===== src/rtl/sysex_pkg.sv =====
package sysex_pkg;

    // command nibble, upper half of the command/channel byte
    typedef enum logic [3:0] {
        op_ctrl_write = 4'h1,
        op_bank_load  = 4'h2,
        op_dump_req   = 4'h3,
        op_patch_load = 4'h7
    } sysex_op_e;

    typedef enum logic [1:0] {
        mode_idle,
        mode_ctrl,
        mode_bank,
        mode_patch
    } rx_mode_e;

    typedef enum logic [1:0] {
        tx_idle,
        tx_header,
        tx_body,
        tx_end
    } tx_state_e;

    localparam logic [7:0] sysex_start = 8'hF0;
    localparam logic [7:0] sysex_end   = 8'hF7;
    localparam logic [7:0] edu_id      = 8'h7D;    // educational use

    localparam logic [7:0] patch_len = 8'd224;     // data bytes in one patch
    localparam logic [7:0] block_len = 8'd64;      // bytes per layout block

    // blocks 0..2 map to banks 0..2, the short last block goes to bank 5
    function automatic logic [2:0] patch_bank_of(input logic [1:0] blk);
        return (blk == 2'd3) ? 3'd5 : {1'b0, blk};
    endfunction

endpackage


===== src/rtl/patch_dump_tx.sv =====
`timescale 1ns/10ps

module patch_dump_tx (
    input  logic       reg_clk,
    input  logic       reset_reg_N,
    input  logic [3:0] midi_ch,
    input  logic       dump_req,
    input  logic       midi_out_ready,
    output logic       dump_active,
    output logic [2:0] rd_bank,
    output logic [6:0] rd_addr,
    input  logic [7:0] rd_data,
    output logic [7:0] midi_out_data,
    output logic       midi_out_strobe
);

    sysex_pkg::tx_state_e state;
    logic [7:0]           cnt;    // position within the current state

    assign dump_active = (state != sysex_pkg::tx_idle);
    assign rd_bank     = sysex_pkg::patch_bank_of(cnt[7:6]);
    assign rd_addr     = 7'(cnt % sysex_pkg::block_len);

    always_ff @(posedge reg_clk) begin
        if (!reset_reg_N) begin
            state           <= sysex_pkg::tx_idle;
            cnt             <= 8'd0;
            midi_out_data   <= 8'hFF;    // line idles high
            midi_out_strobe <= 1'b0;
        end else begin
            midi_out_strobe <= 1'b0;
            case (state)
                sysex_pkg::tx_idle: begin
                    cnt <= 8'd0;
                    if (dump_req) begin
                        state <= sysex_pkg::tx_header;
                    end
                end
                sysex_pkg::tx_header: begin
                    if (midi_out_ready) begin
                        midi_out_strobe <= 1'b1;
                        cnt             <= cnt + 8'd1;
                        if (cnt == 8'd0) begin
                            midi_out_data <= sysex_pkg::sysex_start;
                        end else if (cnt == 8'd1) begin
                            midi_out_data <= sysex_pkg::edu_id;
                        end else begin
                            // reply is itself a patch load message
                            midi_out_data <= {sysex_pkg::op_patch_load, midi_ch};
                            cnt           <= 8'd0;
                            state         <= sysex_pkg::tx_body;
                        end
                    end
                end
                sysex_pkg::tx_body: begin
                    if (midi_out_ready) begin
                        midi_out_data   <= rd_data;    // layout address comes from cnt
                        midi_out_strobe <= 1'b1;
                        cnt             <= cnt + 8'd1;
                        if (cnt == sysex_pkg::patch_len - 8'd1) begin
                            cnt   <= 8'd0;
                            state <= sysex_pkg::tx_end;
                        end
                    end
                end
                sysex_pkg::tx_end: begin
                    if (cnt != 8'd0) begin
                        midi_out_data <= 8'hFF;    // drop active one cycle after F7
                        state         <= sysex_pkg::tx_idle;
                    end else if (midi_out_ready) begin
                        midi_out_data   <= sysex_pkg::sysex_end;
                        midi_out_strobe <= 1'b1;
                        cnt             <= 8'd1;
                    end
                end
                default: state <= sysex_pkg::tx_idle;
            endcase
        end
    end

endmodule


===== config.mk =====
export PLATFORM = sky130hd
export DESIGN_NAME = patch_dump_tx
export DESIGN_NICKNAME = d
export VERILOG_FILES = /design/src/rtl/sysex_pkg.sv /design/src/rtl/patch_dump_tx.sv
export SDC_FILE = /design/constraint.sdc
export NUM_CORES = 1
export LEC_CHECK = 0
export BUFFER_PORTS_ARGS = -buffer_cell sky130_fd_sc_hd__clkbuf_2
export CORE_MARGIN = 2
export CORE_UTILIZATION = 30
export CTS_CLUSTER_DIAMETER = 150
export DETAILED_ROUTE_END_ITERATION = 10
export HOLD_SLACK_MARGIN = 0.12
export PLACE_DENSITY = 0.53
export SKIP_CTS_REPAIR_TIMING = 1
export SLEW_MARGIN = 20
export SYNTH_ARGS = -nofsm -noshare
export SYNTH_HDL_FRONTEND = slang
export SYNTH_SLANG_ARGS = --single-unit

===== constraint.sdc =====
create_clock -name reg_clk -period 1.7 [get_ports reg_clk]
set_input_delay 0.255 -clock reg_clk [delete_from_list [all_inputs] [get_ports reg_clk]]
set_output_delay 0.255 -clock reg_clk [all_outputs]
set_load 0.01 [all_outputs]

# Yosys cells after proc, flatten, opt, wreduce, memory -nomap -nowiden

Index checks and enable logic that the tools add are counted.

Add/sub/neg operators: 1
Multipliers: 0
Divide/modulo/power cells: 0
Magnitude comparators: 0
Eq/ne operators: 16
Shift operators: 0
Multiplexer cells: 27
Bitwise gates (word level): 0
Reductions and logical operators: 9

Operators by type and width:

| kind                | number |
|---|---|
| $mux 8              | 12 |
| $pmux 8 s4          | 1 |
| $pmux 8 s3          | 1 |
| $ne 2x2->1 const B  | 9 |
| $mux 2              | 7 |
| $add 8x1->8 const B | 1 |
| $eq 8x1->1 const B  | 1 |
| $eq 8x8->1 const B  | 1 |
| $logic_not 8->1     | 1 |
| $pmux 2 s4          | 1 |
| $reduce_and 4->1    | 2 |
| $reduce_bool 8->1   | 1 |
| $reduce_and 7->1    | 1 |
| $eq 2x2->1 const B  | 3 |
| $mux 4              | 1 |
| $mux 3              | 1 |
| $ne 3x3->1 const B  | 1 |
| $reduce_bool 3->1   | 1 |
| $eq 2x1->1 const B  | 1 |
| $logic_not 2->1     | 1 |
| $mux 1              | 2 |
| $pmux 1 s2          | 1 |
| $reduce_bool 2->1   | 1 |
| $reduce_or 2->1     | 1 |

Register bits after elaboration: 19
Bits in latches: 0
Memory bits (writable): 0
Bits in read-only memories: 0
Input bits: 16
Output and inout bits: 20
Memories kept: 0

# Depth between registers and ports, before layout

Word-level depth: 5
Gate-level depth with buffers: 7
Gate-level depth less buffers: 7

# Worst setup path before layout

No wires, ideal clock.

Path kind: reg-to-reg
Start point: register cnt[2]
End point: register cnt[7]
Setup time: 0.062 ns
Data arrival time: 1.804 ns
Data required time: 1.638 ns
Slack: -0.166 ns
Cell stages (with the launch flop): 6
Cell sequence: dfxtp_1 -> nor4_4 -> nand4_4 -> a21o_1 -> or4_1 -> nand3_1

Longest elaborated chain between the ends: 5
Elaborated cells on any way between the ends: 13
Those cells by class: add/sub (1); eq/ne (3); mux (6); reduce/logical (3)

Ends and longest elaborated chain:

| element                                          | RTL line                                                      | text |
|---|---|---|
| start: declaration                               | patch_dump_tx.sv:18                                           | `logic [7:0] cnt;` |
| start signal: assignment                         | patch_dump_tx.sv:42                                           | `cnt <= cnt + 8'd1;` |
| start signal: assignment                         | patch_dump_tx.sv:59                                           | `cnt <= cnt + 8'd1;` |
| $add 8x1->8 / $eq 8x1->1 (equally long branches) | patch_dump_tx.sv:42, patch_dump_tx.sv:59, patch_dump_tx.sv:45 |  |
| $mux 8                                           | patch_dump_tx.sv:45                                           | `end else if (cnt == 8'd1) begin` |
| $mux 8                                           | patch_dump_tx.sv:43                                           | `if (cnt == 8'd0) begin` |
| $mux 8                                           | patch_dump_tx.sv:40                                           | `if (midi_out_ready) begin` |
| $pmux 8 s4                                       | patch_dump_tx.sv:32                                           | `case (state)` |

Parallel ways exist; a longest one is shown, timed or not. The select of a mux whose other input is x is not followed.
A chain may end at the register's enable or synchronous reset.

# Worst setup path in the final report

Same ends and word-level chain as after synthesis.

==> results.txt <==
----------------------------------------------------
[Floorplan]
  Total number of placement rows ... 23
  Number of top-level pins ... 36
  Die area ... ~4600 µm²
  Floorplan core area ... 3970 µm²
  X dimension of the die ... around 68 µm
  Effective utilization at floorplan ... 0.308
  Die extent in y ... just under 70 µm

[Clock tree]
  Clock latency on the worst-skew pair ... between 0.2 and 0.3 ns
  Clock slew seen by the registers of the worst setup and hold paths ... 0.07 ns
  Depth of the CTS H-tree ... 1
  Number of buffers created by CTS ... 3
  Maximum number of buffers from clock root to sink ... 2
  Clock sink count ... 19
  Clock tree from TritonCTS ... yes
  Clock root cell ... sky130_fd_sc_hd__clkbuf_8

[Layout]
  Number of inserted filler cells in the final layout ... 393
  Non-filler instance count after layout ... 261
  Commonest non-fill, non-tap cells in the layout ... sky130_fd_sc_hd__clkbuf_2 (34), sky130_fd_sc_hd__buf_4 (28), sky130_fd_sc_hd__nor2_1 (11)
  Count of nets after finishing ... ~240
  Fraction of final layout cells with drive strength greater than 1 ... 0.578
  Area Overhead vs Synth ... 59.9%
  Area taken by multi-input logic gates ... 940 µm²
  Most common cell after layout, fill and taps aside ... sky130_fd_sc_hd__clkbuf_2
  Antenna diode count ... 0
  Sequential standard cell area ... around 400 µm²
  Final non-filler cell area ... 1960 µm²

[GRT]
  Final global-route overflow total ... 0
  Overall fraction of global-route tracks in use ... 0.160
  Number of antenna violations at the first check in global routing ... 0
  Number of global-route vias before repair ... about 1.2k
  Maximum number of pins on one net before global-route repair ... 16
  Global-route wire length before repair ... 5620 µm

[Flow run]
  Number of maximum-capacitance violations ... 0

[Placement]
  Instance count after placement with tap cells included ... 252
  Cell area reported after detailed placement ... 1640 µm²
  Number of input and output port buffers inserted ... 34
  Detail Placement HPWL ... 2660 µm
  Setup Slack @ Placement ... -0.129 ns
  Weighted congestion reported at the end of routability-driven placement ... 0.874

[Drt]
  Vias per inst ... 5.08
  Number of detailed-route iterations in the first pass ... 5
  Starting DRT DRC Count ... 52
  DRC errors left ... 0
  Antenna-violating nets left ... 0
  Total via count in the routed design ... 1327
  Total wire length ... around 3700 µm
  Post-detailed-route wirelength per cell ... approximately 14 µm

[Synth]
  Seq cells post-synth ... 19
  Synthesized area divided by synthesized cell count ... between 8 and 9 µm²
  Count of distinct cell types in the synthesized netlist ... 43
  Post-synthesis instance area ... 1220 µm²
  Net count after synthesis ... 174
  Sequential share of the synthesized area ... 0.311
  Cell count after synthesis ... 150
  Count of warnings emitted by yosys ... 0

[Worst setup path]
  R2R Path Start ... cnt[2]
  Biggest fanout along the worst timing path ... 7
  Data arrival time of the worst path ... approximately 2 ns
  Capture point of the worst reg-to-reg path ... cnt[7]
  Number of cell instances on the worst register-to-register path ... 6
  CP Capture Type ... register
  Crit path required time ... 1.90 ns
  Worst R2R Setup Slack ... -0.06 ns
  Worst setup path class ... register to register
  Critical Path Start Type ... register

[STA]
  Minimum clock period after layout ... 1.76 ns
  Final Hold Viols ... 0
  Setup repair after global routing missed its margin ... yes
  Clock skew after layout ... 0.000838 ns
  Maximum operating frequency ... 0.568 GHz
  Final-report setup violation count ... 6
  Slew Viols, Final ... 0
  Crit share post-route ... 1.04
  Final setup margin ... -0.0601 ns

[Hold path]
  Hold Startpoint ... rd_data[5]
  Hold Crit Endpoint ... midi_out_data[5]
  Instance count along the most critical hold path ... 3
  Hold Path Class ... input port to register

[Power and ir drop]
  Cell leakage power ... about 0.84 nW
  Largest voltage drop on the vdd net ... 0.000877 V
  PwrDens ... 1310 nW/µm²
  Power after layout ... 2.56 mW

[Outcome]
  Status ... finished with violations
  Failing checks ... negative setup slack

----------------------------------------------------
[how the worst max path moves through the flow]
stage	from	to	slack, ns
after global placement	cnt[1]	cnt[7]	-0.14
after detailed placement	cnt[1]	cnt[6]	-0.13
after global routing	cnt[4]	state[0]	-0.15
after CTS	cnt[1]	cnt[6]	-0.17
after floorplan	cnt[4]	cnt[7]	-0.07
final	cnt[2]	cnt[7]	-0.06
[power breakdown]
| group | switching, mW | internal, mW |
|---|---|---|
| combinational | 0.843 | 0.812 |
| clock | 0.158 | 0.163 |
| sequential | 0.0577 | 0.527 |
[layer usage]
metal	GRT usage	wire, µm
met4	0.0325	34
met1	0.217	1670
met5	0	0
met2	0.257	1810
met3	0.0411	147
[logic make-up after synthesis]
kind of cell	Yosys count	share of synthesized area
AOI/OAI and AO/OA	42	0.245
adders and majority gates	8	0.0818
buffers and inverters	22	0.0920
DFF	19	0.311
other	1	0.00306
and+or+nand+nor	58	0.267
[Yosys cell counts, drive strengths merged]
master,n,area (µm²)
a31oi,3,18.8
o21ai,14,70.1
a211oi,3,27.5
or2,1,6.26
nor4,4,40.0
o221a,1,11.3
a2111oi,4,35.0
dfxtp,19,380
o21ba,1,10.0
clkbuf,4,15.0
a32oi,1,8.76
a21boi,1,7.51
nand2,9,33.8
a2bb2oi,1,8.76
ha,8,100
a21oi,4,20.0
o21a,1,7.51
a22o,3,27.5
or4,1,7.51
o21bai,1,7.51
nor4bb,1,10.0
buf,8,60.1
nand3,11,55.1
or2b,1,8.76
nand4,3,33.8
nor3b,1,7.51
a221oi,1,8.76
conb,1,3.75
nor3,4,20.0
nor2,16,60.1
inv,10,37.5
o41ai,1,16.3
o211ai,1,7.51
and4,1,10.0
and3,3,21.3
nor2b,2,12.5
a21o,1,7.51
[worst max-delay path, cell delays in order, from the launching register on]
cell,delay (ns)
sky130_fd_sc_hd__dfxtp_4,0.36
sky130_fd_sc_hd__nor4_4,0.29
sky130_fd_sc_hd__buf_6,0.17
sky130_fd_sc_hd__nand4_4,0.13
sky130_fd_sc_hd__a21o_1,0.25
sky130_fd_sc_hd__or4_1,0.41
sky130_fd_sc_hd__nand3_1,0.09
[registers in the layout (all words and copies together) (netlist names)]
name	cells
cnt	8
midi_out_data	8
state	2
midi_out_strobe	1
[per-stage QoR]
stage	setup TNS (ns)	hold slack, ns	utilization
6_report	-0.177	0.262	0.493
5_1_grt	-1.45	0.276	0.493
4_1_cts	-1.49	0.267	0.424
3_5_place_dp	-1.13	0.510	0.413
3_3_place_gp	-0.778	0.495	0.413
2_1_floorplan	-0.0936	0.402	-
[layout make-up]
class / count / area share
multi-input combinational: 109 / 0.480
timing repair buffer: 69 / 0.235
sequential: 19 / 0.209
tap: 50 / 0.0320
clock buffer: 3 / 0.0211
inverter: 10 / 0.0205
clock inverter: 1 / 0.00256
Note: power is estimated with default switching activity, not from simulation.
