===== config.mk =====
export PLATFORM = sky130hd
export DESIGN_NAME = midi_byte_tracker_flat
export DESIGN_NICKNAME = d
export VERILOG_FILES = /design/src/rtl/sysex_pkg.sv /design/src/rtl/sysex_rx_if.sv /design/src/rtl/midi_byte_tracker.sv /design/src/flat_wrapper.sv
export SDC_FILE = /design/constraint.sdc
export NUM_CORES = 1
export LEC_CHECK = 0
export BUFFER_PORTS_ARGS = -buffer_cell sky130_fd_sc_hd__buf_4
export CAP_MARGIN = 20
export CORE_MARGIN = 5
export CORE_UTILIZATION = 47
export DETAILED_ROUTE_END_ITERATION = 6
export PLACE_DENSITY = 0.81
export SLEW_MARGIN = 20
export SYNTH_ARGS = -nofsm -noshare
export SYNTH_HDL_FRONTEND = slang
export SYNTH_SLANG_ARGS = --single-unit

===== constraint.sdc =====
create_clock -name reg_clk -period 1.7 [get_ports reg_clk]
set_input_delay 0.34 -clock reg_clk [delete_from_list [all_inputs] [get_ports reg_clk]]
set_output_delay 0.34 -clock reg_clk [all_outputs]
set_load 0.01 [all_outputs]

===== src/rtl/sysex_pkg.sv =====
package sysex_pkg;

    // command nibble, upper half of the command/channel byte
    typedef enum logic [3:0] {
        op_ctrl_write = 4'h1,
        op_bank_load  = 4'h2,
        op_dump_req   = 4'h3,
        op_patch_load = 4'h7
    } sysex_op_e;

    typedef enum logic [1:0] {
        mode_idle,
        mode_ctrl,
        mode_bank,
        mode_patch
    } rx_mode_e;

    typedef enum logic [1:0] {
        tx_idle,
        tx_header,
        tx_body,
        tx_end
    } tx_state_e;

    localparam logic [7:0] sysex_start = 8'hF0;
    localparam logic [7:0] sysex_end   = 8'hF7;
    localparam logic [7:0] edu_id      = 8'h7D;    // educational use

    localparam logic [7:0] patch_len = 8'd224;     // data bytes in one patch
    localparam logic [7:0] block_len = 8'd64;      // bytes per layout block

    // blocks 0..2 map to banks 0..2, the short last block goes to bank 5
    function automatic logic [2:0] patch_bank_of(input logic [1:0] blk);
        return (blk == 2'd3) ? 3'd5 : {1'b0, blk};
    endfunction

endpackage


===== src/rtl/sysex_rx_if.sv =====
`timescale 1ns/10ps

interface sysex_rx_if;

    logic       in_sysex;     // high between F0 and the closing pulse
    logic [7:0] byte_num;     // 0 = F0, 1 = manufacturer, 2 = cmd/channel
    logic [7:0] data;
    logic       byte_stb;     // one pulse per counted byte

    modport tracker (
        output in_sysex,
        output byte_num,
        output data,
        output byte_stb
    );

    modport decoder (
        input in_sysex,
        input byte_num,
        input data,
        input byte_stb
    );

endinterface


===== src/rtl/midi_byte_tracker.sv =====
`timescale 1ns/10ps

module midi_byte_tracker (
    input  logic       reg_clk,
    input  logic       reset_reg_N,
    input  logic [7:0] rx_byte,
    input  logic       rx_strobe,
    sysex_rx_if.tracker rx
);

    logic [7:0] next_num;    // number given to the next data byte

    always_ff @(posedge reg_clk) begin
        if (!reset_reg_N) begin
            rx.in_sysex <= 1'b0;
            rx.byte_num <= 8'd0;
            rx.data     <= 8'd0;
            rx.byte_stb <= 1'b0;
            next_num    <= 8'd0;
        end else begin
            rx.byte_stb <= 1'b0;
            // real-time bytes F8..FF pass through a message untouched
            if (rx_strobe && rx_byte < 8'hF8) begin
                if (rx_byte == sysex_pkg::sysex_start) begin
                    rx.in_sysex <= 1'b1;    // also restarts an open message
                    rx.byte_num <= 8'd0;
                    rx.data     <= rx_byte;
                    rx.byte_stb <= 1'b1;
                    next_num    <= 8'd1;
                end else if (rx.in_sysex) begin
                    if (rx_byte == sysex_pkg::sysex_end) begin
                        rx.in_sysex <= 1'b0;    // closing byte still gets a pulse
                        rx.byte_num <= next_num;
                        rx.data     <= rx_byte;
                        rx.byte_stb <= 1'b1;
                    end else if (rx_byte[7]) begin
                        rx.in_sysex <= 1'b0;    // other status byte, drop quietly
                    end else begin
                        rx.byte_num <= next_num;
                        rx.data     <= rx_byte;
                        rx.byte_stb <= 1'b1;
                        if (next_num != 8'hFF) begin
                            next_num <= next_num + 8'd1;    // saturate on long messages
                        end
                    end
                end
            end
        end
    end

endmodule


===== src/flat_wrapper.sv =====
// flat-port wrapper written by rule: the top's interface ports become plain ports
module midi_byte_tracker_flat 
  (reg_clk, reset_reg_N, rx_byte, rx_strobe, rx_in_sysex, rx_byte_num, rx_data, rx_byte_stb);
  sysex_rx_if rx_i ();
  input  logic reg_clk;
  input  logic reset_reg_N;
  input  logic [7:0] rx_byte;
  input  logic rx_strobe;
  output wire logic [$bits(rx_i.in_sysex)-1:0] rx_in_sysex;
  output wire logic [$bits(rx_i.byte_num)-1:0] rx_byte_num;
  output wire logic [$bits(rx_i.data)-1:0] rx_data;
  output wire logic [$bits(rx_i.byte_stb)-1:0] rx_byte_stb;
  assign rx_in_sysex = rx_i.in_sysex;
  assign rx_byte_num = rx_i.byte_num;
  assign rx_data = rx_i.data;
  assign rx_byte_stb = rx_i.byte_stb;
  midi_byte_tracker u_core (.reg_clk(reg_clk), .reset_reg_N(reset_reg_N), .rx_byte(rx_byte), .rx_strobe(rx_strobe), .rx(rx_i));
endmodule

======== Word-level counts from Yosys, hierarchy flattened ========
Index checks and enable logic that the tools add are counted.
W data, S select, Z words.
storage, ports and cells
  input bits .............................. 11
  logic and storage cells ................. 39
  register bits ........................... 26
  output and inout port bits .............. 18
cells by class
  eq/ne operators ......................... 6
  add/subtract/negate cells ............... 1
  reduce and logical (&&, ||, !) cells .... 6
  muxes and demuxes ....................... 20
  order comparisons ....................... 1
operators by type and width
  cell                   number
  $mux W8                13
  $eq A8 B8 Y1 const B   2
  $add A8 B1 Y8 const B  1
  $lt A8 B8 Y1 const B   1
  $ne A8 B8 Y1 const B   1
  $mux W1                7
  $reduce_and A5 Y1      1
  $ne A2 B1 Y1 const B   2
  $reduce_bool A2 Y1     2
  $ne A3 B1 Y1 const B   1
  $reduce_and A3 Y1      1
  $reduce_and A2 Y1      1
  $logic_and A1 B1 Y1    1

======== Logic depth before layout (Yosys ltp) ========
Gate-level depths: netlist of the first run.
  depth in word-level cells ............... 6
  gate-level depth with buffers ........... 6
  depth with buffers taken out ............ 5

======== Least setup slack after synthesis of the first run ========
OpenSTA, ideal clock, no wires.
  path type ............................... flip-flop to flip-flop
  start point ............................. register u_core.next_num[0]
  end point ............................... register u_core.next_num[7]
  setup slack ............................. 0.209 ns
  library setup time ...................... 0.075 ns
  arrival time ............................ 1.417 ns
  clock period less this slack ............ 1.491 ns
  cell stages (with the launch flop) ...... 6
  path through ............................ dfxtp_1 > ha_1 > nand4_2 > o211ai_2 > or4b_1 > a31oi_1
between the ends
  cells in the longest elaborated chain, start to end .. 6
ends and longest elaborated chain
  item                      line                     source
  start: declaration        midi_byte_tracker.sv:11  logic [7:0] next_num;
  start signal: assignment  midi_byte_tracker.sv:43  next_num <= next_num + 8'd1;
  $add A8 B1 Y8             midi_byte_tracker.sv:43
  $mux W8                   midi_byte_tracker.sv:42  if (next_num != 8'hFF) begin
  $mux W8                   midi_byte_tracker.sv:36  end else if (rx_byte[7]) begin
  $mux W8                   midi_byte_tracker.sv:31  if (rx_byte == sysex_pkg::sysex_end) begin
  $mux W8                   midi_byte_tracker.sv:30  end else if (rx.in_sysex) begin
  $mux W8                   midi_byte_tracker.sv:24  if (rx_byte == sysex_pkg::sysex_start) begin
Parallel ways exist; a longest one is shown, timed or not. The select of a mux whose other input is x is not followed.
A chain may end at the register's enable or synchronous reset.

======== Final worst setup path of the first run ========
Same ends and word-level chain as after synthesis.

==> results.md, run 1 <==
- Post-Route WL: 3000 microns
- Met2 Use GR: 30.5%
- Final worst-path cycle share: 91.0%
- Worst-path fanout max: 5
- Busiest grt layer: met2
- Sink Count: 26
- Wire per inst: 14.9 microns
- # setup viols final: 0
- Rel. slew slack: 71.7%
- Antenna diode count: 0
- Initial antenna violation count: 0
- Worst Reg-to-Reg Cells: 5
- Worst min-delay path category: input pin to flop
- PostCTS Resize Cnt: 0
- I/O pin count: 29
- Synth Cell Area: 1260 sq um
- Setup Crit Path Kind: flop to flop
- Final instance area: 1570 sq um
- Hold_sp: rx_byte[6]
- Pre-CTS setup slack: 0.0642 ns
- Yosys reg bits: 26
- Reg2reg end: u_core.next_num[7]$_SDFFE_PN0P_
- Top-area cell type share of the netlist area: 41.3%
- Slew Limit Fails: 0
- Clock root cell: clkbuf_4
- Largest cells by area after synthesis: dfxtp_1 41%, nand2_1 6.9%, mux2i_1 6.4%, a21oi_1 4.8%, nand3_1 4.8%
- Hold-fix buffers, CTS: 0
- Post-Synthesis Cells: 140
- Most common cell in the synthesized netlist: dfxtp_1
- Vias: 1179
- Hold depth: 3
- Sequential area share after synthesis: 41.3%
- CP Data Arrival Time: 1.80 ns
- Skew final: 0.00926 ns
- Post-synth EDFFs: 0
- GR Layer Usage met3: 4.55%
- Port buffer count: 28
- Drt first-iter violations: 28
- FFs w/ async S/R, synth: 0%
- Clk buf depth: 2
- Reg-to-reg startpoint: u_core.next_num[0]$_SDFFE_PN0P_
- Status: complete, no violations
- Largest net degree at the start of global routing: 19
- Final hold violation count: 0
- Routed Antenna Nets: 0
- Fin nets: 184
- First-pass GRT wire length: 5170 microns
- Syn nets: 152
- Pin slew with the least headroom to its limit: 0.424 ns
- Yosys top cell by area: dfxtp_1
- Gr ovfl total: 0
- Max Cap Viol: 0
- Startpoint Class: flop
- DRT Pass-1 Iters: 4
- Via-to-Cell Ratio: 5.87
- CTS tree: built
- Predominant post-synthesis flop cell: dfxtp_1
- Unrepaired setup endpoints after global routing: false
- Die footprint: 3820 sq um
- Post-DP HPWL: 2290 microns
- Synth Warn #: 0
- Layout cells sized above 1: 29.2%
- Clk Latency, worst-skew pair: 0.32 ns
- Width of the die: 61.8 microns
- Worst reg-to-reg setup slack: 0.15 ns
- Setup Buffers After CTS: 0
- Post-synthesis cell type count: 35
- Vias in the first global route: 1134
- Min setup slack post-route: 0.153 ns
- Syn avg cell area: 9.00 sq um
- Top cells by count, synth: 26 x dfxtp_1, 23 x nand2_1, 12 x a21oi_1, 12 x nand3_1, 8 x mux2i_1
- Row cnt: 18
- WHS Endpoint: u_core.rx.data[6]$_SDFFE_PN0P_
- Critical Path RT: 1.95 ns
- Starting Density: 50.0%
- Fin crit period: 1.55 ns
- Area after DPL: 1510 sq um
- LEAKAGE: 0.667 nW
- Die height: 61.8 microns
- Worst-path clk slew: 0.14 ns
- Setup tns final: 0 ns
- Power Dens Cells: 703 nW/um^2
- VDD IR max: 0.000679 V
- CP Capture Type: flop
- Util after Layout: 62.1%
- Layout area overhead: 24.2%
- Highest Clock Rate: 0.646 GHz
- Htree depth: 1
- DRC viols: 0
- Placer Congestion: 0.838
- Total CTS buffers: 3
- CORE AREA: 2520 sq um
- Tot GR Track Use: 17.8%
- Met1 GRT Util: 22.4%
[metrics by stage]
step | hold WS (ns) | cells | power, mW
6_report | 0.265 | 201 | 1.10
4_1_cts | 0.253 | 201 | 1.11
5_1_grt | 0.244 | 201 | 1.15
3_3_place_gp | 0.446 | 197 | 0.690
3_5_place_dp | 0.459 | 197 | 0.693
2_1_floorplan | 0.478 | 140 | 0.659
[where the power goes]
group | internal [mW] | switching, mW | total [mW]
Clock | 0.238 | 0.182 | 0.420
Sequential | 0.610 | 0.000325 | 0.610
Combinational | 0.0268 | 0.0432 | 0.0699
Total | 0.875 | 0.225 | 1.10
[layer usage]
metal / routed length, microns / share of wire (%)
met4: 31 / 1.0
met5: 0 / 0
met3: 128 / 4.3
met1: 1360 / 45
met2: 1470 / 49
[area by class of cell]
class,instances,area [sq um]
repair buffers,34,255
clock buffers,3,22.5
multi-input cells,102,678
flip-flops and latches,26,523
fillers,238,957
clock inverters,1,30.0
well taps,30,37.5
inverters,5,18.8
[state kept, by name, indices dropped and copies added, names as in the netlist]
register,flops
u_core.rx.byte_stb,1
u_core.next_num,8
u_core.rx.byte_num,8
u_core.rx.data,8
u_core.rx.in_sysex,1
[critical path: stages (launching register included)]
cell	delay, ns
dfxtp_2	0.38
ha_2	0.22
nand4_2	0.15
o211ai_2	0.12
or4b_1	0.47
a31oi_1	0.14
[worst max path at each step]
| stage | endpoint | start |
|---|---|---|
| 3_5_place_dp | u_core.next_num[7]$_SDFFE_PN0P_ | rx_byte[7] |
| 4_1_cts | u_core.next_num[7]$_SDFFE_PN0P_ | u_core.next_num[0]$_SDFFE_PN0P_ |
| 2_1_floorplan | u_core.next_num[7]$_SDFFE_PN0P_ | u_core.next_num[0]$_SDFFE_PN0P_ |
| 3_3_place_gp | u_core.next_num[7]$_SDFFE_PN0P_ | rx_byte[7] |
| 6_report | u_core.next_num[7]$_SDFFE_PN0P_ | u_core.next_num[0]$_SDFFE_PN0P_ |
| 5_1_grt | u_core.next_num[7]$_SDFFE_PN0P_ | u_core.next_num[0]$_SDFFE_PN0P_ |
[cells in the final DEF, fill, tap and decap left out, types with 3 or more instances in the layout]
cell,Yosys,layout
o21ai_1,7,7
o211ai_1,7,7
a31oi_1,4,4
a21oi_1,12,12
inv_1,5,5
and4_1,3,3
nand2_1,23,23
clkbuf_4,0,3
dfxtp_1,26,24
mux2i_1,8,8
buf_4,1,34
nand3_1,12,12
[cells by family (layout without fill, tap and decap cells)]
logic type	Yosys count	after routing	synth area share [%]
flip-flops	26	26	41.3
adder cells (fa/ha/maj)	1	1	0.993
multiplexers	8	8	6.36
AND/OR/NAND/NOR	50	50	22.7
buffers and inverters	12	43	5.06
AO/OA/AOI/OAI	43	43	23.5
(Power assumes the default switching activity.)
==> run 2: changes to the inputs <==
--- a/config.mk
+++ b/config.mk
@@ -8,10 +8,9 @@
 export BUFFER_PORTS_ARGS = -buffer_cell sky130_fd_sc_hd__buf_4
 export CAP_MARGIN = 20
 export CORE_MARGIN = 5
-export CORE_UTILIZATION = 47
+export CORE_UTILIZATION = 52
 export DETAILED_ROUTE_END_ITERATION = 6
-export PLACE_DENSITY = 0.81
-export SLEW_MARGIN = 20
+export PLACE_DENSITY = 0.87
 export SYNTH_ARGS = -nofsm -noshare
 export SYNTH_HDL_FRONTEND = slang
 export SYNTH_SLANG_ARGS = --single-unit
==> run 2 against run 1 <==
Register-to-register slack got worse by 0.08 ns. Final cell count increased by 2.5%. Sequential power hardly changed. Clock power is 25% lower. Wire length grew 8.5%. Global-route usage is 2.0 points higher.
==> results.md, run 2 (synthesis results as in run 1) <==
- Vias: 1233 (+4.6%)
- Tot GR Track Use: 19.8% (+2.0 points)
- WHS Endpoint: u_core.rx.data[5]$_SDFFE_PN0P_
- Most frequent cells in the layout: 41 x buf_4, 26 x dfxtp_1, 23 x nand2_1, 12 x nand3_1, 12 x a21oi_1
- Initial antenna violation count: 0 (unchanged)
- Startpoint Class: flop
- WHS: 0.278 ns (+0.0121 ns)
- Gr ovfl total: 0 (unchanged)
- Layout cells sized above 1: 30.3% (+1.1 points)
- Routed Antenna Nets: 0 (unchanged)
- I/O pin count: 29 (unchanged)
- Setup Buffers After CTS: 0 (unchanged)
- Largest net degree at the start of global routing: 19 (unchanged)
- Worst Reg-to-Reg Cells: 5 (unchanged)
- Die footprint: 3510 sq um (-8.1%)
- Slew Limit Fails: 0 (unchanged)
- Clock root cell: clkbuf_4
- CP Capture Type: flop
- Reg-to-reg startpoint: u_core.next_num[1]$_SDFFE_PN0P_
- Worst reg-to-reg setup slack: 0.07 ns (-0.08 ns)
- Status: complete, no violations
- Placer Congestion: 0.886 (+5.7%)
- Most common cell after layout, fill and taps aside: buf_4
- Sink Count: 26 (unchanged)
- Width of the die: 59.2 microns (-4.1%)
- Highest Clock Rate: 0.615 GHz (-4.9%)
- Worst min-delay path category: input pin to flop
- Power Dens Cells: 623 nW/um^2 (-11%)
- Setup Crit Path Kind: flop to flop
- Die height: 59.2 microns (-4.1%)
- Post-DP HPWL: 2570 microns (+12%)
- CORE AREA: 2250 sq um (-11%)
- Starting Density: 55.9% (+5.9 points)
- Skew final: 0.00349 ns (-0.00578 ns)
- PostCTS Resize Cnt: 0 (unchanged)
- Antenna diode count: 0 (unchanged)
- Unrepaired setup endpoints after global routing: false
- Via-to-Cell Ratio: 5.99 (+2.0%)
- DRC viols: 0 (unchanged)
- Area after DPL: 1560 sq um (+3.3%)
- Hold-fix buffers, CTS: 0 (unchanged)
- Port buffer count: 28 (unchanged)
- Clk buf depth: 2 (unchanged)
- Overall Power: 0.994 mW (-9.7%)
- Final instance area: 1590 sq um (+1.8%)
- Drt first-iter violations: 51 (+82%)
- DRT Pass-1 Iters: 4 (unchanged)
- Setup tns final: 0 ns (unchanged)
- Htree depth: 1 (unchanged)
- LEAKAGE: 0.700 nW (+5.0%)
- Clk Latency, worst-skew pair: 0.32 ns (about the same)
- Worst-path fanout max: 5 (unchanged)
- Hold depth: 3 (unchanged)
- Max Cap Viol: 0 (unchanged)
- Pin slew with the least headroom to its limit: 0.433 ns (+0.00918 ns)
- Fin nets: 191 (+3.8%)
- Reg2reg end: u_core.next_num[7]$_SDFFE_PN0P_
- Layout area overhead: 26.5%
- Worst-path clk slew: 0.14 ns (about the same)
- Hold_sp: rx_byte[5]
- Critical Path RT: 1.96 ns (about the same)
- Row cnt: 17 (-1)
- Fin crit period: 1.63 ns (+0.0793 ns)
- Rel. slew slack: 71.1% (-0.61 points)
- Regs by FF count: u_core.next_num x8, u_core.rx.byte_num x8, u_core.rx.data x8
- First-pass GRT wire length: 5360 microns (+3.7%)
- VDD IR max: 0.000584 V (-14%)
- # setup viols final: 0 (unchanged)
- Wire per inst: 15.8 microns (+5.8%)
- Final worst-path cycle share: 95.7% (+4.7 points)
- Vias in the first global route: 1213 (+7.0%)
- Post-Route WL: 3250 microns (+8.5%)
- CTS tree: built
- Total CTS buffers: 3 (unchanged)
- Final hold violation count: 0 (unchanged)
- CP Data Arrival Time: 1.88 ns (+0.08 ns)
==> run 2: cell count changes in the layout (fill, tap and decap cells not counted), sizes merged <==
| cell | change |
|---|---|
| bufinv | -1 |
| clkbuf | +1 |
| buf | +7 |
==> run 2: layer usage <==
layer | up-vias | share of wire, % | track usage (%)
li1 | 597 | - | -
met1 | 581 | 42 | 24.1
met2 | 46 | 50 | 34.3
met3 | 9 | 5.9 | 2.40
met4 | 0 | 2.3 | 9.39
met5 | - | 0 | 0
==> run 2: how the worst max path moves through the flow <==
stage / start / to / slack, ns / cells after the start
2_1_floorplan: u_core.next_num[0]$_SDFFE_PN0P_ / u_core.next_num[7]$_SDFFE_PN0P_ / 0.21 / 5
3_3_place_gp: rx_byte[7] / u_core.next_num[7]$_SDFFE_PN0P_ / 0.11 / 5
3_5_place_dp: rx_byte[7] / u_core.next_num[7]$_SDFFE_PN0P_ / 0.05 / 5
4_1_cts: u_core.next_num[0]$_SDFFE_PN0P_ / u_core.next_num[7]$_SDFFE_PN0P_ / 0.09 / 5
5_1_grt: u_core.next_num[1]$_SDFFE_PN0P_ / u_core.next_num[1]$_SDFFE_PN0P_ / 0.02 / 6
6_report: u_core.next_num[1]$_SDFFE_PN0P_ / u_core.next_num[7]$_SDFFE_PN0P_ / 0.07 / 5
==> run 2: cell type report <==
| cell class | count | area (sq um) |
|---|---|---|
| repair buffers | 41 | 308 |
| fillers | 189 | 661 |
| multi-input cells | 102 | 676 |
| inverters | 5 | 18.8 |
| flip-flops and latches | 26 | 520 |
| clock buffers | 4 | 36.3 |
| well taps | 28 | 35.0 |
==> run 2: power by group <==
group / internal [mW] / switching, mW
clock: 0.131 / 0.182
combinational: 0.0269 / 0.0442
sequential: 0.610 / 0.000283
==> run 2: metrics by stage <==
step	instances	setup slack, ns	util, %
floorplan	140	0.209	-
global placement	202	0.112	69.1
detailed placement	202	0.0518	69.1
CTS	206	0.0910	70.7
global route	206	0.0186	70.7
finish	206	0.0736	70.7
==> run 2: worst max-delay path, cell delays in order (launching register included) <==
cell and delay [ns]:
dfxtp_1 0.39, ha_1 0.23, nand4_2 0.15, o211ai_2 0.12
or4b_1 0.48, a31oi_1 0.19
