--- config.mk ---
export PLATFORM = sky130hd
export DESIGN_NAME = sysex_rx_decoder_flat
export DESIGN_NICKNAME = d
export VERILOG_FILES = /design/src/rtl/sysex_pkg.sv /design/src/rtl/sysex_rx_if.sv /design/src/rtl/sysex_wr_if.sv /design/src/rtl/sysex_rx_decoder.sv /design/src/flat_wrapper.sv
export SDC_FILE = /design/constraint.sdc
export NUM_CORES = 1
export LEC_CHECK = 0
export ABC_AREA = 1
export BUFFER_PORTS_ARGS = -buffer_cell sky130_fd_sc_hd__buf_2
export CORE_ASPECT_RATIO = 1.2
export CORE_MARGIN = 2
export CORE_UTILIZATION = 45
export CTS_CLUSTER_DIAMETER = 60
export DETAILED_ROUTE_END_ITERATION = 12
export MAX_ROUTING_LAYER = met4
export PLACE_DENSITY = 0.7
export SLEW_MARGIN = 30
export SYNTH_ARGS = -nofsm -noshare
export SYNTH_HDL_FRONTEND = slang
export SYNTH_SLANG_ARGS = --single-unit
export TNS_END_PERCENT = 10
--- constraint.sdc ---
create_clock -name reg_clk -period 3.6 [get_ports reg_clk]
set_input_delay 0.36 -clock reg_clk [delete_from_list [all_inputs] [get_ports reg_clk]]
set_output_delay 0.36 -clock reg_clk [all_outputs]
set_load 0.02 [all_outputs]
--- src/rtl/sysex_pkg.sv ---
package sysex_pkg;

    // command nibble, upper half of the command/channel byte
    typedef enum logic [3:0] {
        op_ctrl_write = 4'h1,
        op_bank_load  = 4'h2,
        op_dump_req   = 4'h3,
        op_patch_load = 4'h7
    } sysex_op_e;

    typedef enum logic [1:0] {
        mode_idle,
        mode_ctrl,
        mode_bank,
        mode_patch
    } rx_mode_e;

    typedef enum logic [1:0] {
        tx_idle,
        tx_header,
        tx_body,
        tx_end
    } tx_state_e;

    localparam logic [7:0] sysex_start = 8'hF0;
    localparam logic [7:0] sysex_end   = 8'hF7;
    localparam logic [7:0] edu_id      = 8'h7D;    // educational use

    localparam logic [7:0] patch_len = 8'd224;     // data bytes in one patch
    localparam logic [7:0] block_len = 8'd64;      // bytes per layout block

    // blocks 0..2 map to banks 0..2, the short last block goes to bank 5
    function automatic logic [2:0] patch_bank_of(input logic [1:0] blk);
        return (blk == 2'd3) ? 3'd5 : {1'b0, blk};
    endfunction

endpackage

--- src/rtl/sysex_rx_if.sv ---
`timescale 1ns/10ps

interface sysex_rx_if;

    logic       in_sysex;     // high between F0 and the closing pulse
    logic [7:0] byte_num;     // 0 = F0, 1 = manufacturer, 2 = cmd/channel
    logic [7:0] data;
    logic       byte_stb;     // one pulse per counted byte

    modport tracker (
        output in_sysex,
        output byte_num,
        output data,
        output byte_stb
    );

    modport decoder (
        input in_sysex,
        input byte_num,
        input data,
        input byte_stb
    );

endinterface

--- src/rtl/sysex_wr_if.sv ---
`timescale 1ns/10ps

interface sysex_wr_if;

    logic       wr_en;        // one write per pulse
    logic [2:0] bank;
    logic [6:0] addr;
    logic [7:0] wr_data;

    modport src (
        output wr_en,
        output bank,
        output addr,
        output wr_data
    );

    modport sink (
        input wr_en,
        input bank,
        input addr,
        input wr_data
    );

endinterface

--- src/rtl/sysex_rx_decoder.sv ---
`timescale 1ns/10ps

module sysex_rx_decoder (
    input  logic       reg_clk,
    input  logic       reset_reg_N,
    input  logic [3:0] midi_ch,
    sysex_rx_if.decoder rx,
    sysex_wr_if.src     wr,
    output logic       syx_cmd,
    output logic       auto_syx_cmd,
    output logic       dump_req
);

    sysex_pkg::rx_mode_e mode;
    logic                edu_use;     // byte 1 was 7D
    logic [7:0]          load_cnt;    // payload bytes taken so far

    always_ff @(posedge reg_clk) begin
        if (!reset_reg_N) begin
            mode         <= sysex_pkg::mode_idle;
            edu_use      <= 1'b0;
            load_cnt     <= 8'd0;
            syx_cmd      <= 1'b0;
            auto_syx_cmd <= 1'b0;
            dump_req     <= 1'b0;
            wr.wr_en     <= 1'b0;
            wr.bank      <= 3'd0;
            wr.addr      <= 7'd0;
            wr.wr_data   <= 8'd0;
        end else begin
            wr.wr_en <= 1'b0;
            syx_cmd  <= 1'b0;
            dump_req <= 1'b0;
            if (rx.byte_stb) begin
                if (rx.byte_num == 8'd0) begin
                    mode         <= sysex_pkg::mode_idle;    // fresh F0
                    edu_use      <= 1'b0;
                    auto_syx_cmd <= 1'b0;
                end else if (rx.byte_num == 8'd1) begin
                    edu_use <= (rx.data == sysex_pkg::edu_id);
                end else if (rx.byte_num == 8'd2) begin
                    mode     <= sysex_pkg::mode_idle;
                    load_cnt <= 8'd0;
                    if (edu_use && rx.data[3:0] == midi_ch) begin
                        case (sysex_pkg::sysex_op_e'(rx.data[7:4]))
                            sysex_pkg::op_ctrl_write: mode <= sysex_pkg::mode_ctrl;
                            sysex_pkg::op_bank_load:  mode <= sysex_pkg::mode_bank;
                            sysex_pkg::op_dump_req:   dump_req <= 1'b1;
                            sysex_pkg::op_patch_load: begin
                                mode         <= sysex_pkg::mode_patch;
                                auto_syx_cmd <= 1'b1;
                            end
                            default: ;    // unknown opcode
                        endcase
                    end
                end else if (rx.data == sysex_pkg::sysex_end) begin
                    if (mode == sysex_pkg::mode_ctrl && rx.byte_num == 8'd6) begin
                        syx_cmd <= 1'b1;    // confirm a complete control write
                    end
                    mode         <= sysex_pkg::mode_idle;
                    auto_syx_cmd <= 1'b0;
                end else begin
                    case (mode)
                        sysex_pkg::mode_ctrl: begin
                            if (rx.byte_num == 8'd3) begin
                                wr.bank <= rx.data[2:0];
                            end else if (rx.byte_num == 8'd4) begin
                                wr.addr <= rx.data[6:0];
                            end else if (rx.byte_num == 8'd5) begin
                                wr.wr_data <= rx.data;
                                wr.wr_en   <= 1'b1;
                            end
                        end
                        sysex_pkg::mode_bank: begin
                            if (rx.byte_num == 8'd3) begin
                                wr.bank      <= rx.data[2:0];
                                auto_syx_cmd <= 1'b1;
                            end else if (load_cnt < 8'd128) begin
                                wr.addr    <= load_cnt[6:0];    // sequential from 0
                                wr.wr_data <= rx.data;
                                wr.wr_en   <= 1'b1;
                                load_cnt   <= load_cnt + 8'd1;
                            end
                        end
                        sysex_pkg::mode_patch: begin
                            if (load_cnt < sysex_pkg::patch_len) begin
                                wr.bank    <= sysex_pkg::patch_bank_of(load_cnt[7:6]);
                                wr.addr    <= 7'(load_cnt % sysex_pkg::block_len);
                                wr.wr_data <= rx.data;
                                wr.wr_en   <= 1'b1;
                                load_cnt   <= load_cnt + 8'd1;
                            end
                        end
                        default: ;
                    endcase
                end
            end else if (!rx.in_sysex) begin
                mode         <= sysex_pkg::mode_idle;    // message aborted or closed
                auto_syx_cmd <= 1'b0;
            end
        end
    end

endmodule

--- src/flat_wrapper.sv ---
// flat-port wrapper written by rule: the top's interface ports become plain ports
module sysex_rx_decoder_flat 
  (reg_clk, reset_reg_N, midi_ch, syx_cmd, auto_syx_cmd, dump_req, rx_in_sysex, rx_byte_num, rx_data, rx_byte_stb, wr_wr_en, wr_bank, wr_addr, wr_wr_data);
  sysex_rx_if rx_i ();
  sysex_wr_if wr_i ();
  input  logic reg_clk;
  input  logic reset_reg_N;
  input  logic [3:0] midi_ch;
  output logic syx_cmd;
  output logic auto_syx_cmd;
  output logic dump_req;
  input wire logic [$bits(rx_i.in_sysex)-1:0] rx_in_sysex;
  input wire logic [$bits(rx_i.byte_num)-1:0] rx_byte_num;
  input wire logic [$bits(rx_i.data)-1:0] rx_data;
  input wire logic [$bits(rx_i.byte_stb)-1:0] rx_byte_stb;
  output wire logic [$bits(wr_i.wr_en)-1:0] wr_wr_en;
  output wire logic [$bits(wr_i.bank)-1:0] wr_bank;
  output wire logic [$bits(wr_i.addr)-1:0] wr_addr;
  output wire logic [$bits(wr_i.wr_data)-1:0] wr_wr_data;
  assign rx_i.in_sysex = rx_in_sysex;
  assign rx_i.byte_num = rx_byte_num;
  assign rx_i.data = rx_data;
  assign rx_i.byte_stb = rx_byte_stb;
  assign wr_wr_en = wr_i.wr_en;
  assign wr_bank = wr_i.bank;
  assign wr_addr = wr_i.addr;
  assign wr_wr_data = wr_i.wr_data;
  sysex_rx_decoder u_core (.reg_clk(reg_clk), .reset_reg_N(reset_reg_N), .midi_ch(midi_ch), .rx(rx_i), .wr(wr_i), .syx_cmd(syx_cmd), .auto_syx_cmd(auto_syx_cmd), .dump_req(dump_req));
endmodule
Word-level counts from Yosys, hierarchy flattened

Index checks and enable logic that the tools add are counted.

Register bits after elaboration: 33
Bits of input ports: 24

Eq/ne operators: 36
Bitwise gates (word level): 7
Reductions and logical operators: 18
$add $sub $neg: 1
Order comparisons: 2
Multiplexer cells: 52

Operators with widths:

| operator                                           | number |
|---|---|
| 2-to-1 mux 8 bit                                   | 11 |
| 2-to-1 mux 7 bit                                   | 5 |
| == test 8 x 3 -> 1 bit (second input constant)     | 3 |
| case mux 8 bit (3 select lines)                    | 1 |
| case mux 7 bit (3 select lines)                    | 1 |
| 2-to-1 mux 1 bit                                   | 20 |
| OR reduction 6 bit                                 | 3 |
| == test 8 x 2 -> 1 bit (second input constant)     | 2 |
| less-than comparator 8 bit (second input constant) | 2 |
| case mux 8 bit (2 select lines)                    | 1 |
| AND reduction 8 bit                                | 2 |
| 2-to-1 mux 2 bit                                   | 7 |
| AND reduction 12 bit                               | 1 |
| AND reduction 11 bit                               | 1 |
| != test 2 x 1 -> 1 bit (second input constant)     | 5 |
| != test 2 bit (second input constant)              | 5 |
| != test 5 x 1 -> 1 bit (second input constant)     | 2 |
| 2-to-1 mux 3 bit                                   | 3 |
| adder 8 x 1 -> 8 bit (second input constant)       | 1 |
| == test 4 x 2 -> 1 bit (second input constant)     | 2 |
| == test 8 x 1 -> 1 bit (second input constant)     | 1 |
| == test 8 x 7 -> 1 bit (second input constant)     | 1 |
| == test 8 bit (second input constant)              | 1 |
| logical NOT 8 bit                                  | 1 |
| 20 further kinds                                   | 34 |

Depth between registers and ports, before layout

Gate-level depths: netlist (run 1).

Depth after elaboration: 8
Gate-level depth with buffers: 12
Depth with buffers taken out: 11

Least setup slack after synthesis (run 1)

Ideal clock, no wire load.

Kind: register -> register
Start point: reg u_core.mode[1]
End point: reg u_core.wr.addr[0]
Path buffers: 2
Arrival time: 1633 ps
Cell stages (with the launch flop): 11
Required time: 3487 ps
Path slack: 1855 ps
Period minus slack after synthesis: 1745 ps
Cells stage by stage: dfxtp_1 -> clkbuf_1 -> inv_1 -> ha_1 -> nand3_1 -> nand2_1 -> nor2_4 -> nand3_2 -> buf_6 -> nor2_1 -> nor2_1

Longest elaborated chain between the ends: 3
Elaborated cells on any way between the ends: 11
Those cells by class: eq/ne (8); mux (1); reduce/logical (2)

RTL lines:

| element                                                 | line                   | text |
|---|---|---|
| start, declared                                         | sysex_rx_decoder.sv:14 | `sysex_pkg::rx_mode_e mode;` |
| start signal, assigned                                  | sysex_rx_decoder.sv:20 | `mode <= sysex_pkg::mode_idle;` |
| start signal, assigned                                  | sysex_rx_decoder.sv:36 | `mode <= sysex_pkg::mode_idle;` |
| start signal, assigned                                  | sysex_rx_decoder.sv:42 | `mode <= sysex_pkg::mode_idle;` |
| == test 2 x 1 -> 1 bit or == test 2 bit (tied branches) | sysex_rx_decoder.sv:63 | `case (mode)` |
| != test 2 bit (no line), or another cell as far along   | --                     |  |
| AND reduction 11 bit (no line)                          | --                     |  |
| end signal, assigned                                    | sysex_rx_decoder.sv:68 | `wr.addr <= rx.data[6:0];` |
| end signal, assigned                                    | sysex_rx_decoder.sv:79 | `wr.addr <= load_cnt[6:0];` |
| end signal, assigned                                    | sysex_rx_decoder.sv:88 | `wr.addr <= 7'(load_cnt % sysex_pkg::block_len);` |
| end, declared                                           | sysex_wr_if.sv:13      | `output addr,` |

Parallel ways exist; a longest one is shown, timed or not.
A chain may end at the register's enable or synchronous reset.

Worst setup path after layout (run 1)

Start point: reg u_core.mode[1]
End point: reg u_core.wr.addr[6]

The elaborated chain is that of the path after synthesis.

==> results.md, run 1 <==
* Outcome: completed
* R2R Path End: u_core.wr.addr[6]
* EDFF count, synth at 0
* Switching pwr at 182 uW
* Cell internal pwr at 614 uW
* Fin. max-slew vios at 0
* Mapped Area at 2160 sq um
* Die area at 5360 sq um
* Finished Core Util at 0.550
* Number of I/O port buffers at 45
* Core area at 4590 sq um
* Initial Util at 0.469
* R2R setup slack at 1610 ps
* Die width at 67.2 microns
* Initial antenna violation count at 0
* Layout cells sized above 1 at 0.170
* Clk Latency, worst-skew pair at 290 ps
* Final hold violation count at 0
* 1st-pass router iterations at 4
* Final setup fails at 0
* Async S/R FF share, synth at 0
* Period minus WS final at 1990 ps
* Syn Inst Count at 353
* Max Freq at 0.503 GHz
* Final WL at 5.31 mm
* CTS tree: yes
* Worst setup path start: u_core.mode[1]
* # nets final at 429
* Minimum hold slack at 335 ps
* Largest net degree at the start of global routing at 21
* Syn Area/Cell at 6.11 sq um
* DRC viols at 0
* Max IR drop VDD at 0.166 mV
* Hold endpoint: u_core.wr.wr_data[3]
* Worst reg2reg path startpoint: u_core.mode[1]
* CTS resizes at 0
* Min-delay src: rx_data[3]
* TritonCTS buffer count at 5
* Hold Buf Count CTS at 0
* Gpl congestion at 0.836
* GRT Util Overall at 0.227
* Yosys reg bits at 33
* Multi-input gate area at 1250 sq um
* Leakage Power at 1.26 nW
* Max cap viols at 0
* Global route overflow at 0
* First-pass GRT wire length at 9.07 mm
* Row Count at 27
* IO Pins at 46
* Setup slack after layout at 1610 ps
* Clk sinks at 33
* Detail Placement HPWL at 4.17 mm
* Post-CTS Setup Bufs at 0
* CP required at 3790 ps
* Antenna fix cells at 0
* Post-synthesis cell type count at 31
* Unrepaired setup endpoints after global routing: no
* Worst Path Arrival at 2180 ps
* Pwr dens at 315 nW/um^2
* Setup Total Neg Slack at 0 ps
* Register area share after synthesis at 0.306
* Synth warnings at 0
* Vias in the first global route at 2072
* Area post-placement at 2410 sq um
* Clock root cell: clkbuf_8
* Die height at 79.8 microns
* Fillers at 485
* Hold Path Class: input pin to register
* H-tree Lvls at 2
* Worst hold stages at 3
* DRT iter0 DRCs at 98
* Combinational share of power at 0.082
* Worst-path fanout max at 16
* Sw frac at 0.229
* Critical Path Sink Type: register
* Area delta synth->final at 17.3%
* Clock power frac at 0.458
* Fin area at 2530 sq um
* Reg2Reg Depth at 9
* Crit Path Class: register to register
* CTS Buffer Depth at 2
* Crit path launch type: register
* Tightest Pin Transition at 456 ps
* Post-Place Setup Slack at 1630 ps
* Part of the cycle the worst path needs at 0.553
* Slew margin rel. at 0.694
* Vias/cell at 4.96
* Clock Skews at 2.73 ps
* Register share of total power at 0.460
* Routed WL per cell at 11.6 microns
* Dominant synthesized flop cell: dfxtp_1
* Sequential cell area at 661 sq um
* Post-route ant nets at 0
* Clk pin slew, worst setup/hold paths at 70 ps
* Syn nets at 382
* Via count at 2276
[cells in the mapped netlist, drive strengths merged, types with 2 or more instances]
library cell | instances | area [sq um]
a21oi | 18 | 90.1
nand4 | 8 | 50.1
ha | 5 | 62.6
o2111ai | 2 | 17.5
nor2 | 74 | 323
dfxtp | 33 | 661
buf | 4 | 37.5
inv | 54 | 203
nand2 | 94 | 368
nor3 | 6 | 30.0
o21ai | 16 | 80.1
nor4 | 2 | 12.5
nand3 | 28 | 158
[placed cells by master, fill, tap and decap left out, types with 5 or more instances in the layout]
cell type	instances
clkbuf_8	6
nor2_4	5
nor3_1	6
buf_2	45
nor2_1	66
a21oi_1	18
o21ai_0	15
nand2_1	90
nand3_1	26
nand4_1	8
ha_1	5
dfxtp_1	33
inv_1	52
[layout make-up]
type | count | area share
clock buffer | 7 | 0.0341
sequential | 33 | 0.261
multi-input combinational | 260 | 0.493
inverter | 55 | 0.0816
timing repair buffer | 45 | 0.0891
tap | 58 | 0.0287
clock inverter | 1 | 0.0119
[metal layers]
| layer | track usage | part of all wire |
|---|---|---|
| met5 | - | 0 |
| met4 | 0.0714 | 0.017 |
| met3 | 0.0465 | 0.069 |
| met2 | 0.390 | 0.49 |
| met1 | 0.262 | 0.42 |
[stage by stage]
| step | total power [mW] | std cells |
|---|---|---|
| after CTS | 0.806 | 459 |
| after detailed placement | 0.439 | 451 |
| after floorplan | 0.413 | 353 |
| final | 0.796 | 459 |
| after global placement | 0.440 | 451 |
| after global routing | 0.832 | 459 |
[power groups by stage]
| stage | Clock, mW | Sequential [mW] | Combinational (mW) |
|---|---|---|---|
| 2_1_floorplan | 0 | 0.376 | 0.0376 |
| 3_3_place_gp | 0 | 0.375 | 0.0653 |
| 3_5_place_dp | 0 | 0.375 | 0.0649 |
| 4_1_cts | 0.375 | 0.366 | 0.0651 |
| 5_1_grt | 0.391 | 0.366 | 0.0747 |
| 6_report | 0.365 | 0.366 | 0.0650 |
[logic make-up after synthesis]
group | synth area share
AND/OR/NAND/NOR | 0.443
AO/OA/AOI/OAI | 0.0940
XOR/XNOR | 0.00813
flip-flops | 0.306
multiplexers | 0.00464
buffers and inverters | 0.115
adder cells (fa/ha/maj) | 0.0290
[worst max-delay path, cell delays in order, from the launching register on]
cell and delay (ps):
dfxtp_1 580, ha_1 350, inv_1 100, nor2_1 190, nor2_1 70, nand2_1 110
nor2_4 60, nand3_2 200, and2_1 170, nor2_1 40
[state kept, by name (all words and copies together), names as in the netlist]
name	flops
u_core.dump_req	1
u_core.load_cnt	8
u_core.wr.wr_data	8
u_core.syx_cmd	1
u_core.mode	2
u_core.edu_use	1
u_core.wr.wr_en	1
u_core.auto_syx_cmd	1
u_core.wr.addr	7
u_core.wr.bank	3
[worst max path at each step]
stage,end,cells after the start
after floorplan,u_core.wr.addr[0],10
after global placement,u_core.wr.addr[6],8
after detailed placement,u_core.wr.addr[6],8
after CTS,u_core.wr.addr[6],8
after global routing,u_core.load_cnt[1],8
final,u_core.wr.addr[6],9
Power figures use the tool's default switching activity.
==> run 2: changes to the inputs <==
--- a/config.mk
+++ b/config.mk
@@ -13,7 +13,7 @@
 export CTS_CLUSTER_DIAMETER = 60
 export DETAILED_ROUTE_END_ITERATION = 12
 export MAX_ROUTING_LAYER = met4
-export PLACE_DENSITY = 0.7
+export PLACE_DENSITY = 0.73
 export SLEW_MARGIN = 30
 export SYNTH_ARGS = -nofsm -noshare
 export SYNTH_HDL_FRONTEND = slang
==> constraint.sdc (replaced) <==
create_clock -name reg_clk -period 1.7 [get_ports reg_clk]
set_input_delay 0.17 -clock reg_clk [delete_from_list [all_inputs] [get_ports reg_clk]]
set_output_delay 0.17 -clock reg_clk [all_outputs]
set_load 0.02 [all_outputs]
==> run 2 against run 1 <==
Effect of this change: sequential share of layout area down 1.5 points; sequential power up 110%; die area unchanged; cell count up 3.7%; largest cell class unchanged.
==> results.md, run 2 (synthesis gave the netlist of run 1 again) <==
* Hold Buf Count CTS at 0
* Sequential cell area at 663 sq um
* Unrepaired setup endpoints after global routing: yes
* First-pass GRT wire length at 9.58 mm
* Routed WL per cell at 12.4 microns
* Largest net degree at the start of global routing at 17
* Via count at 2386
* # nets final at 446
* Cell internal pwr at 1.11 mW
* Area delta synth->final at 24.8%
* Clk pin slew, worst setup/hold paths at 70 ps
* Detail Placement HPWL at 4.54 mm
* Part of the cycle the worst path needs at 0.937
* Leakage Power at 1.32 nW
* Clock root cell: clkbuf_8
* Die height at 79.8 microns
* CTS Buffer Depth at 2
* Slew margin rel. at 0.680
* Cell mode on critical path: nand2_2
* DRC viols at 0
* Number of I/O port buffers at 45
* Multi-input gate area at 1310 sq um
* Final Non-Filler Cells at 476
* Pwr dens at 557 nW/um^2
* Clock Skews at 4.30 ps
* CTS tree: yes
* Setup crit end: u_core.wr.addr[4]
* Setup slack after layout at 107 ps
* Stages on the worst setup path at 10
* CP Cell Sequence: inv_1, ha_2, nand3_2, nand2_2, nor2_4, nand3_4, buf_6, nand2_2, nand2_1, nor2_1
* Worst setup path start: u_core.mode[0]
* 1st-pass router iterations at 4
* Setup Total Neg Slack at 0 ps
* Crit Path Class: register to register
* Largest regs: u_core.load_cnt (8), u_core.wr.wr_data (8), u_core.wr.addr (7)
* Die area at 5360 sq um
* Max Freq at 0.628 GHz
* Layout cells sized above 1 at 0.225
* GRT Util Overall at 0.239
* Initial antenna violation count at 0
* Fin. max-slew vios at 0
* Hold Path Class: input pin to register
* R2R Path End: u_core.wr.addr[4]
* Antenna fix cells at 0
* CP max stage delay at 360 ps
* Final hold violation count at 0
* Final setup fails at 0
* R2R setup slack at 110 ps
* CP max-delay cell: dfxtp_2
* Final WL at 5.91 mm
* Initial Util at 0.469
* Worst Path Arrival at 1820 ps
* Die width at 67.2 microns
* Reg2Reg Depth at 10
* Worst-path fanout max at 7
* Clk sinks at 33
* H-tree Lvls at 2
* Power, Total at 1.50 mW
* CP required at 1930 ps
* Vias/cell at 5.01
* Register share of total power at 0.517
* Clk Latency, worst-skew pair at 280 ps
* Outcome: completed
* Switching pwr at 389 uW
* TritonCTS buffer count at 5
* Minimum hold slack at 153 ps
* Crit path launch type: register
* Worst reg2reg path startpoint: u_core.mode[0]
* Gpl congestion at 0.937
* Fillers at 472
* Post-Place Cells at 463
* Vias in the first global route at 2284
* Core area at 4590 sq um
* CP delay by family, top: simple AND/OR/NAND/NOR gates
* Most common cell after layout, fill and taps aside: nand2_1
* Most frequent cells in the layout: 88 x nand2_1, 64 x nor2_1, 52 x inv_1
* Combinational share of power at 0.098
* Tightest Pin Transition at 476 ps
* Critical Path Sink Type: register
* Post-Place Setup Slack at -16.5 ps
* Max IR drop VDD at 0.357 mV
* DRT iter0 DRCs at 96
* Row Count at 27
* Period minus WS final at 1590 ps
* Max cap viols at 0
* Sw frac at 0.260
* Post-route ant nets at 0
* Global route overflow at 0
* WP buf/inv at 2
* Clock power frac at 0.384
* IO Pins at 46
run 2: repair_timing:
action / CTS / global route
buffers inserted: 0 / 3
pin swaps: 0 / 4
endpoints found under the hold margin: 0 / 0
endpoints found under the setup margin: 4 / 22
cloned: 0 / 2
resized for setup: 1 / 15
run 2: worst min-delay path by stage:
stage                                  from                   end  slack (ps)  depth (start not counted)
after floorplan                  rx_data[0]  u_core.wr.wr_data[0]         300                          2
after global placement    u_core.wr.bank[1]     u_core.wr.bank[1]         440                          2
after detailed placement  u_core.wr.bank[1]     u_core.wr.bank[1]         440                          2
after CTS                        rx_data[3]  u_core.wr.wr_data[3]         160                          3
after global routing             rx_data[3]  u_core.wr.wr_data[3]         160                          3
final                            rx_data[3]  u_core.wr.wr_data[3]         150                          3
run 2: power groups by stage:
stage,Clock (mW),Sequential [mW],Combinational (mW)
floorplan,0,0.796,0.0795
global placement,0,0.793,0.143
detailed placement,0,0.793,0.144
CTS,0.589,0.775,0.145
global route,0.641,0.775,0.166
finish,0.576,0.775,0.148
run 2: layout make-up:
type / instances / area share
multi-input cells: 262 / 0.488
flip-flops and latches: 33 / 0.246
well taps: 58 / 0.0270
repair buffers: 60 / 0.132
clock inverters: 2 / 0.00372
inverters: 55 / 0.0767
clock buffers: 6 / 0.0270
run 2: per-layer routing:
| layer | GRT usage | part of all wire | wire [microns] |
|---|---|---|---|
| met1 | 0.262 | 0.44 | 2580 |
| met2 | 0.429 | 0.51 | 3000 |
| met3 | 0.0522 | 0.048 | 285 |
| met4 | 0.0633 | 0.0090 | 53 |
| met5 | - | 0 | 0 |
run 2: tightest hold or removal path, cell delays in order:
cell and delay, ps:
buf_2 100, nor2_1 50, nor2_1 90
run 2: per-stage QoR:
step	area, sq um	util
floorplan	2160	-
global placement	2500	0.545
detailed placement	2500	0.545
CTS	2590	0.564
global route	2690	0.586
finish	2690	0.586
==> run 3: changes to the inputs <==
--- a/config.mk
+++ b/config.mk
@@ -8,7 +8,7 @@
 export ABC_AREA = 1
 export BUFFER_PORTS_ARGS = -buffer_cell sky130_fd_sc_hd__buf_2
 export CORE_ASPECT_RATIO = 1.2
-export CORE_MARGIN = 2
+export CORE_MARGIN = 8
 export CORE_UTILIZATION = 45
 export CTS_CLUSTER_DIAMETER = 60
 export DETAILED_ROUTE_END_ITERATION = 12
==> run 3 against run 2 <==
Effect of this change: cell count fell by 0.42%; combinational power barely moved; fmax up 0.57%; non-clock buffer count is 2 lower; register-to-register slack about the same; sequential power about the same; utilization down 0.16 points; hold slack improved by 1.5 ps; clock skew barely moved; critical path depth shrank 1; highest routed layer unchanged; first-iteration DRC count up 3.1%; critical path type unchanged; clock power rose by 34%.
==> results.md, run 3 (synthesis gave the netlist of run 1 again) <==
* Tightest Pin Transition at 459 ps
* Layout cells sized above 1 at 0.219
* GRT Util Overall at 0.170
* CTS Buffer Depth at 2
* Final hold violation count at 0
* Clk sinks at 33
* Vias in the first global route at 2169
* WP buf/inv at 1
* Initial Util at 0.469
* Final Non-Filler Cells at 474
* Worst-path fanout max at 6
* CP max stage delay at 340 ps
* Via count at 2408
* H-tree Lvls at 2
* Clock root cell: clkbuf_8
* Core area at 4590 sq um
* Vias/cell at 5.08
* Period minus WS final at 1580 ps
* Part of the cycle the worst path needs at 0.932
* Antenna fix cells at 0
* Die height at 91.8 microns
* Cell mode on critical path: nor2_1
* 1st-pass router iterations at 4
* Detail Placement HPWL at 4.90 mm
* IO Pins at 46
* Post-CTS Setup Bufs at 0
* Power, Total at 1.70 mW
* Register share of total power at 0.457
* Sw frac at 0.231
* Fin area at 2680 sq um
* Row Count at 27
* Crit Path Class: register to register
* Area delta synth->final at 24.5%
* CP Cell Sequence: ha_2, inv_1, nor2_1, nor2_1, nand2_1, nor2_4, nand3_2, nor2_1, nor2_1
* Pwr dens at 632 nW/um^2
* Slew margin rel. at 0.692
* Fin. max-slew vios at 0
* Most common cell after layout, fill and taps aside: nand2_1
* Crit path launch type: register
* Cell internal pwr at 1.30 mW
* Hold Path Class: input pin to register
* Die area at 7270 sq um
* Global route overflow at 0
* TritonCTS buffer count at 5
* Worst Path Arrival at 1770 ps
* CP required at 1880 ps
* Outcome: completed
* Switching pwr at 392 uW
* Initial antenna violation count at 0
* # nets final at 444
* Leakage Power at 1.32 nW
* DRC viols at 0
* Clk pin slew, worst setup/hold paths at 70 ps
* CP max-delay cell: dfxtp_2
* Clock power frac at 0.455
* Gpl congestion at 0.979
* First-pass GRT wire length at 9.85 mm
* Hold Buf Count CTS at 0
* Combinational share of power at 0.088
* Post-Place Cells at 464
* CP delay by family, top: simple AND/OR/NAND/NOR gates
* Critical Path Sink Type: register
* Multi-input gate area at 1300 sq um
* Clk Latency, worst-skew pair at 290 ps
* Max cap viols at 0
* Largest net degree at the start of global routing at 17
* CTS tree: yes
* Largest regs: u_core.load_cnt (8), u_core.wr.wr_data (8), u_core.wr.addr (7)
* Area post-placement at 2510 sq um
* Most frequent cells in the layout: 89 x nand2_1, 65 x nor2_1, 52 x inv_1
* Fillers at 500
* Sequential cell area at 663 sq um
* Post-route ant nets at 0
* Number of I/O port buffers at 45
* Routed WL per cell at 13.2 microns
* DRT iter0 DRCs at 99
* Die width at 79.2 microns
* Clock Skews at 4.41 ps
* Max IR drop VDD at 0.370 mV
* Final setup fails at 0
* Max Freq at 0.631 GHz
* Final WL at 6.25 mm
==> run 3: per-layer routing <==
| metal | up-vias | part of all wire | global-route usage |
|---|---|---|---|
| met3 | 13 | 0.055 | 0.0400 |
| li1 | 1237 | - | - |
| met1 | 1108 | 0.43 | 0.187 |
| met5 | - | 0 | - |
| met2 | 50 | 0.50 | 0.294 |
| met4 | 0 | 0.018 | 0.0511 |
==> run 3: metrics by stage <==
| stage | setup WS, ps | util | setup TNS (ps) | hold WS, ps |
|---|---|---|---|---|
| finish | 116 | 0.584 | 0 | 155 |
| global route | -13.9 | 0.584 | -13.9 | 181 |
| CTS | 60.7 | 0.573 | 0 | 152 |
| detailed placement | 1.06 | 0.546 | 0 | 440 |
| global placement | 61.4 | 0.546 | 0 | 430 |
| floorplan | 38.2 | - | 0 | 305 |
==> run 3: worst paths after layout <==
| check | from | to | slack, ps | cells past startpoint |
|---|---|---|---|---|
| worst max-delay path | u_core.mode[0] | u_core.wr.addr[5] | 120 | 9 |
| worst min-delay path | rx_data[3] | u_core.wr.wr_data[3] | 150 | 3 |
| worst max register to register | u_core.mode[0] | u_core.wr.addr[5] | 120 | 9 |
| worst min register to register | u_core.wr.bank[1] | u_core.wr.bank[1] | 450 | 2 |
==> run 3: layout make-up <==
| type | instances | share of cell area |
|---|---|---|
| clock buffer | 7 | 0.0322 |
| clock inverter | 1 | 0.0112 |
| inverter | 55 | 0.0769 |
| multi-input combinational | 262 | 0.485 |
| sequential | 33 | 0.247 |
| tap | 58 | 0.0270 |
| timing repair buffer | 58 | 0.120 |
==> run 3: repair_timing <==
item                                    4_1_cts  5_1_grt
pin swaps                                     0        4
endpoints found under the setup margin        1       20
cloned                                        0        2
endpoints found under the hold margin         0        0
resized for setup                             1       11
==> run 3: worst reg2reg max path: stages (launching register included) <==
cell	delay, ps
dfxtp_2	340
ha_2	220
inv_1	70
nor2_1	50
nor2_1	80
nand2_1	90
nor2_4	240
nand3_2	210
nor2_1	130
nor2_1	50
==> run 3: power groups by stage <==
stage	Sequential [mW]	Clock, mW	Combinational (mW)
6_report	0.775	0.772	0.148
5_1_grt	0.775	0.816	0.167
4_1_cts	0.775	0.789	0.146
3_5_place_dp	0.793	0	0.145
3_3_place_gp	0.793	0	0.144
2_1_floorplan	0.796	0	0.0795
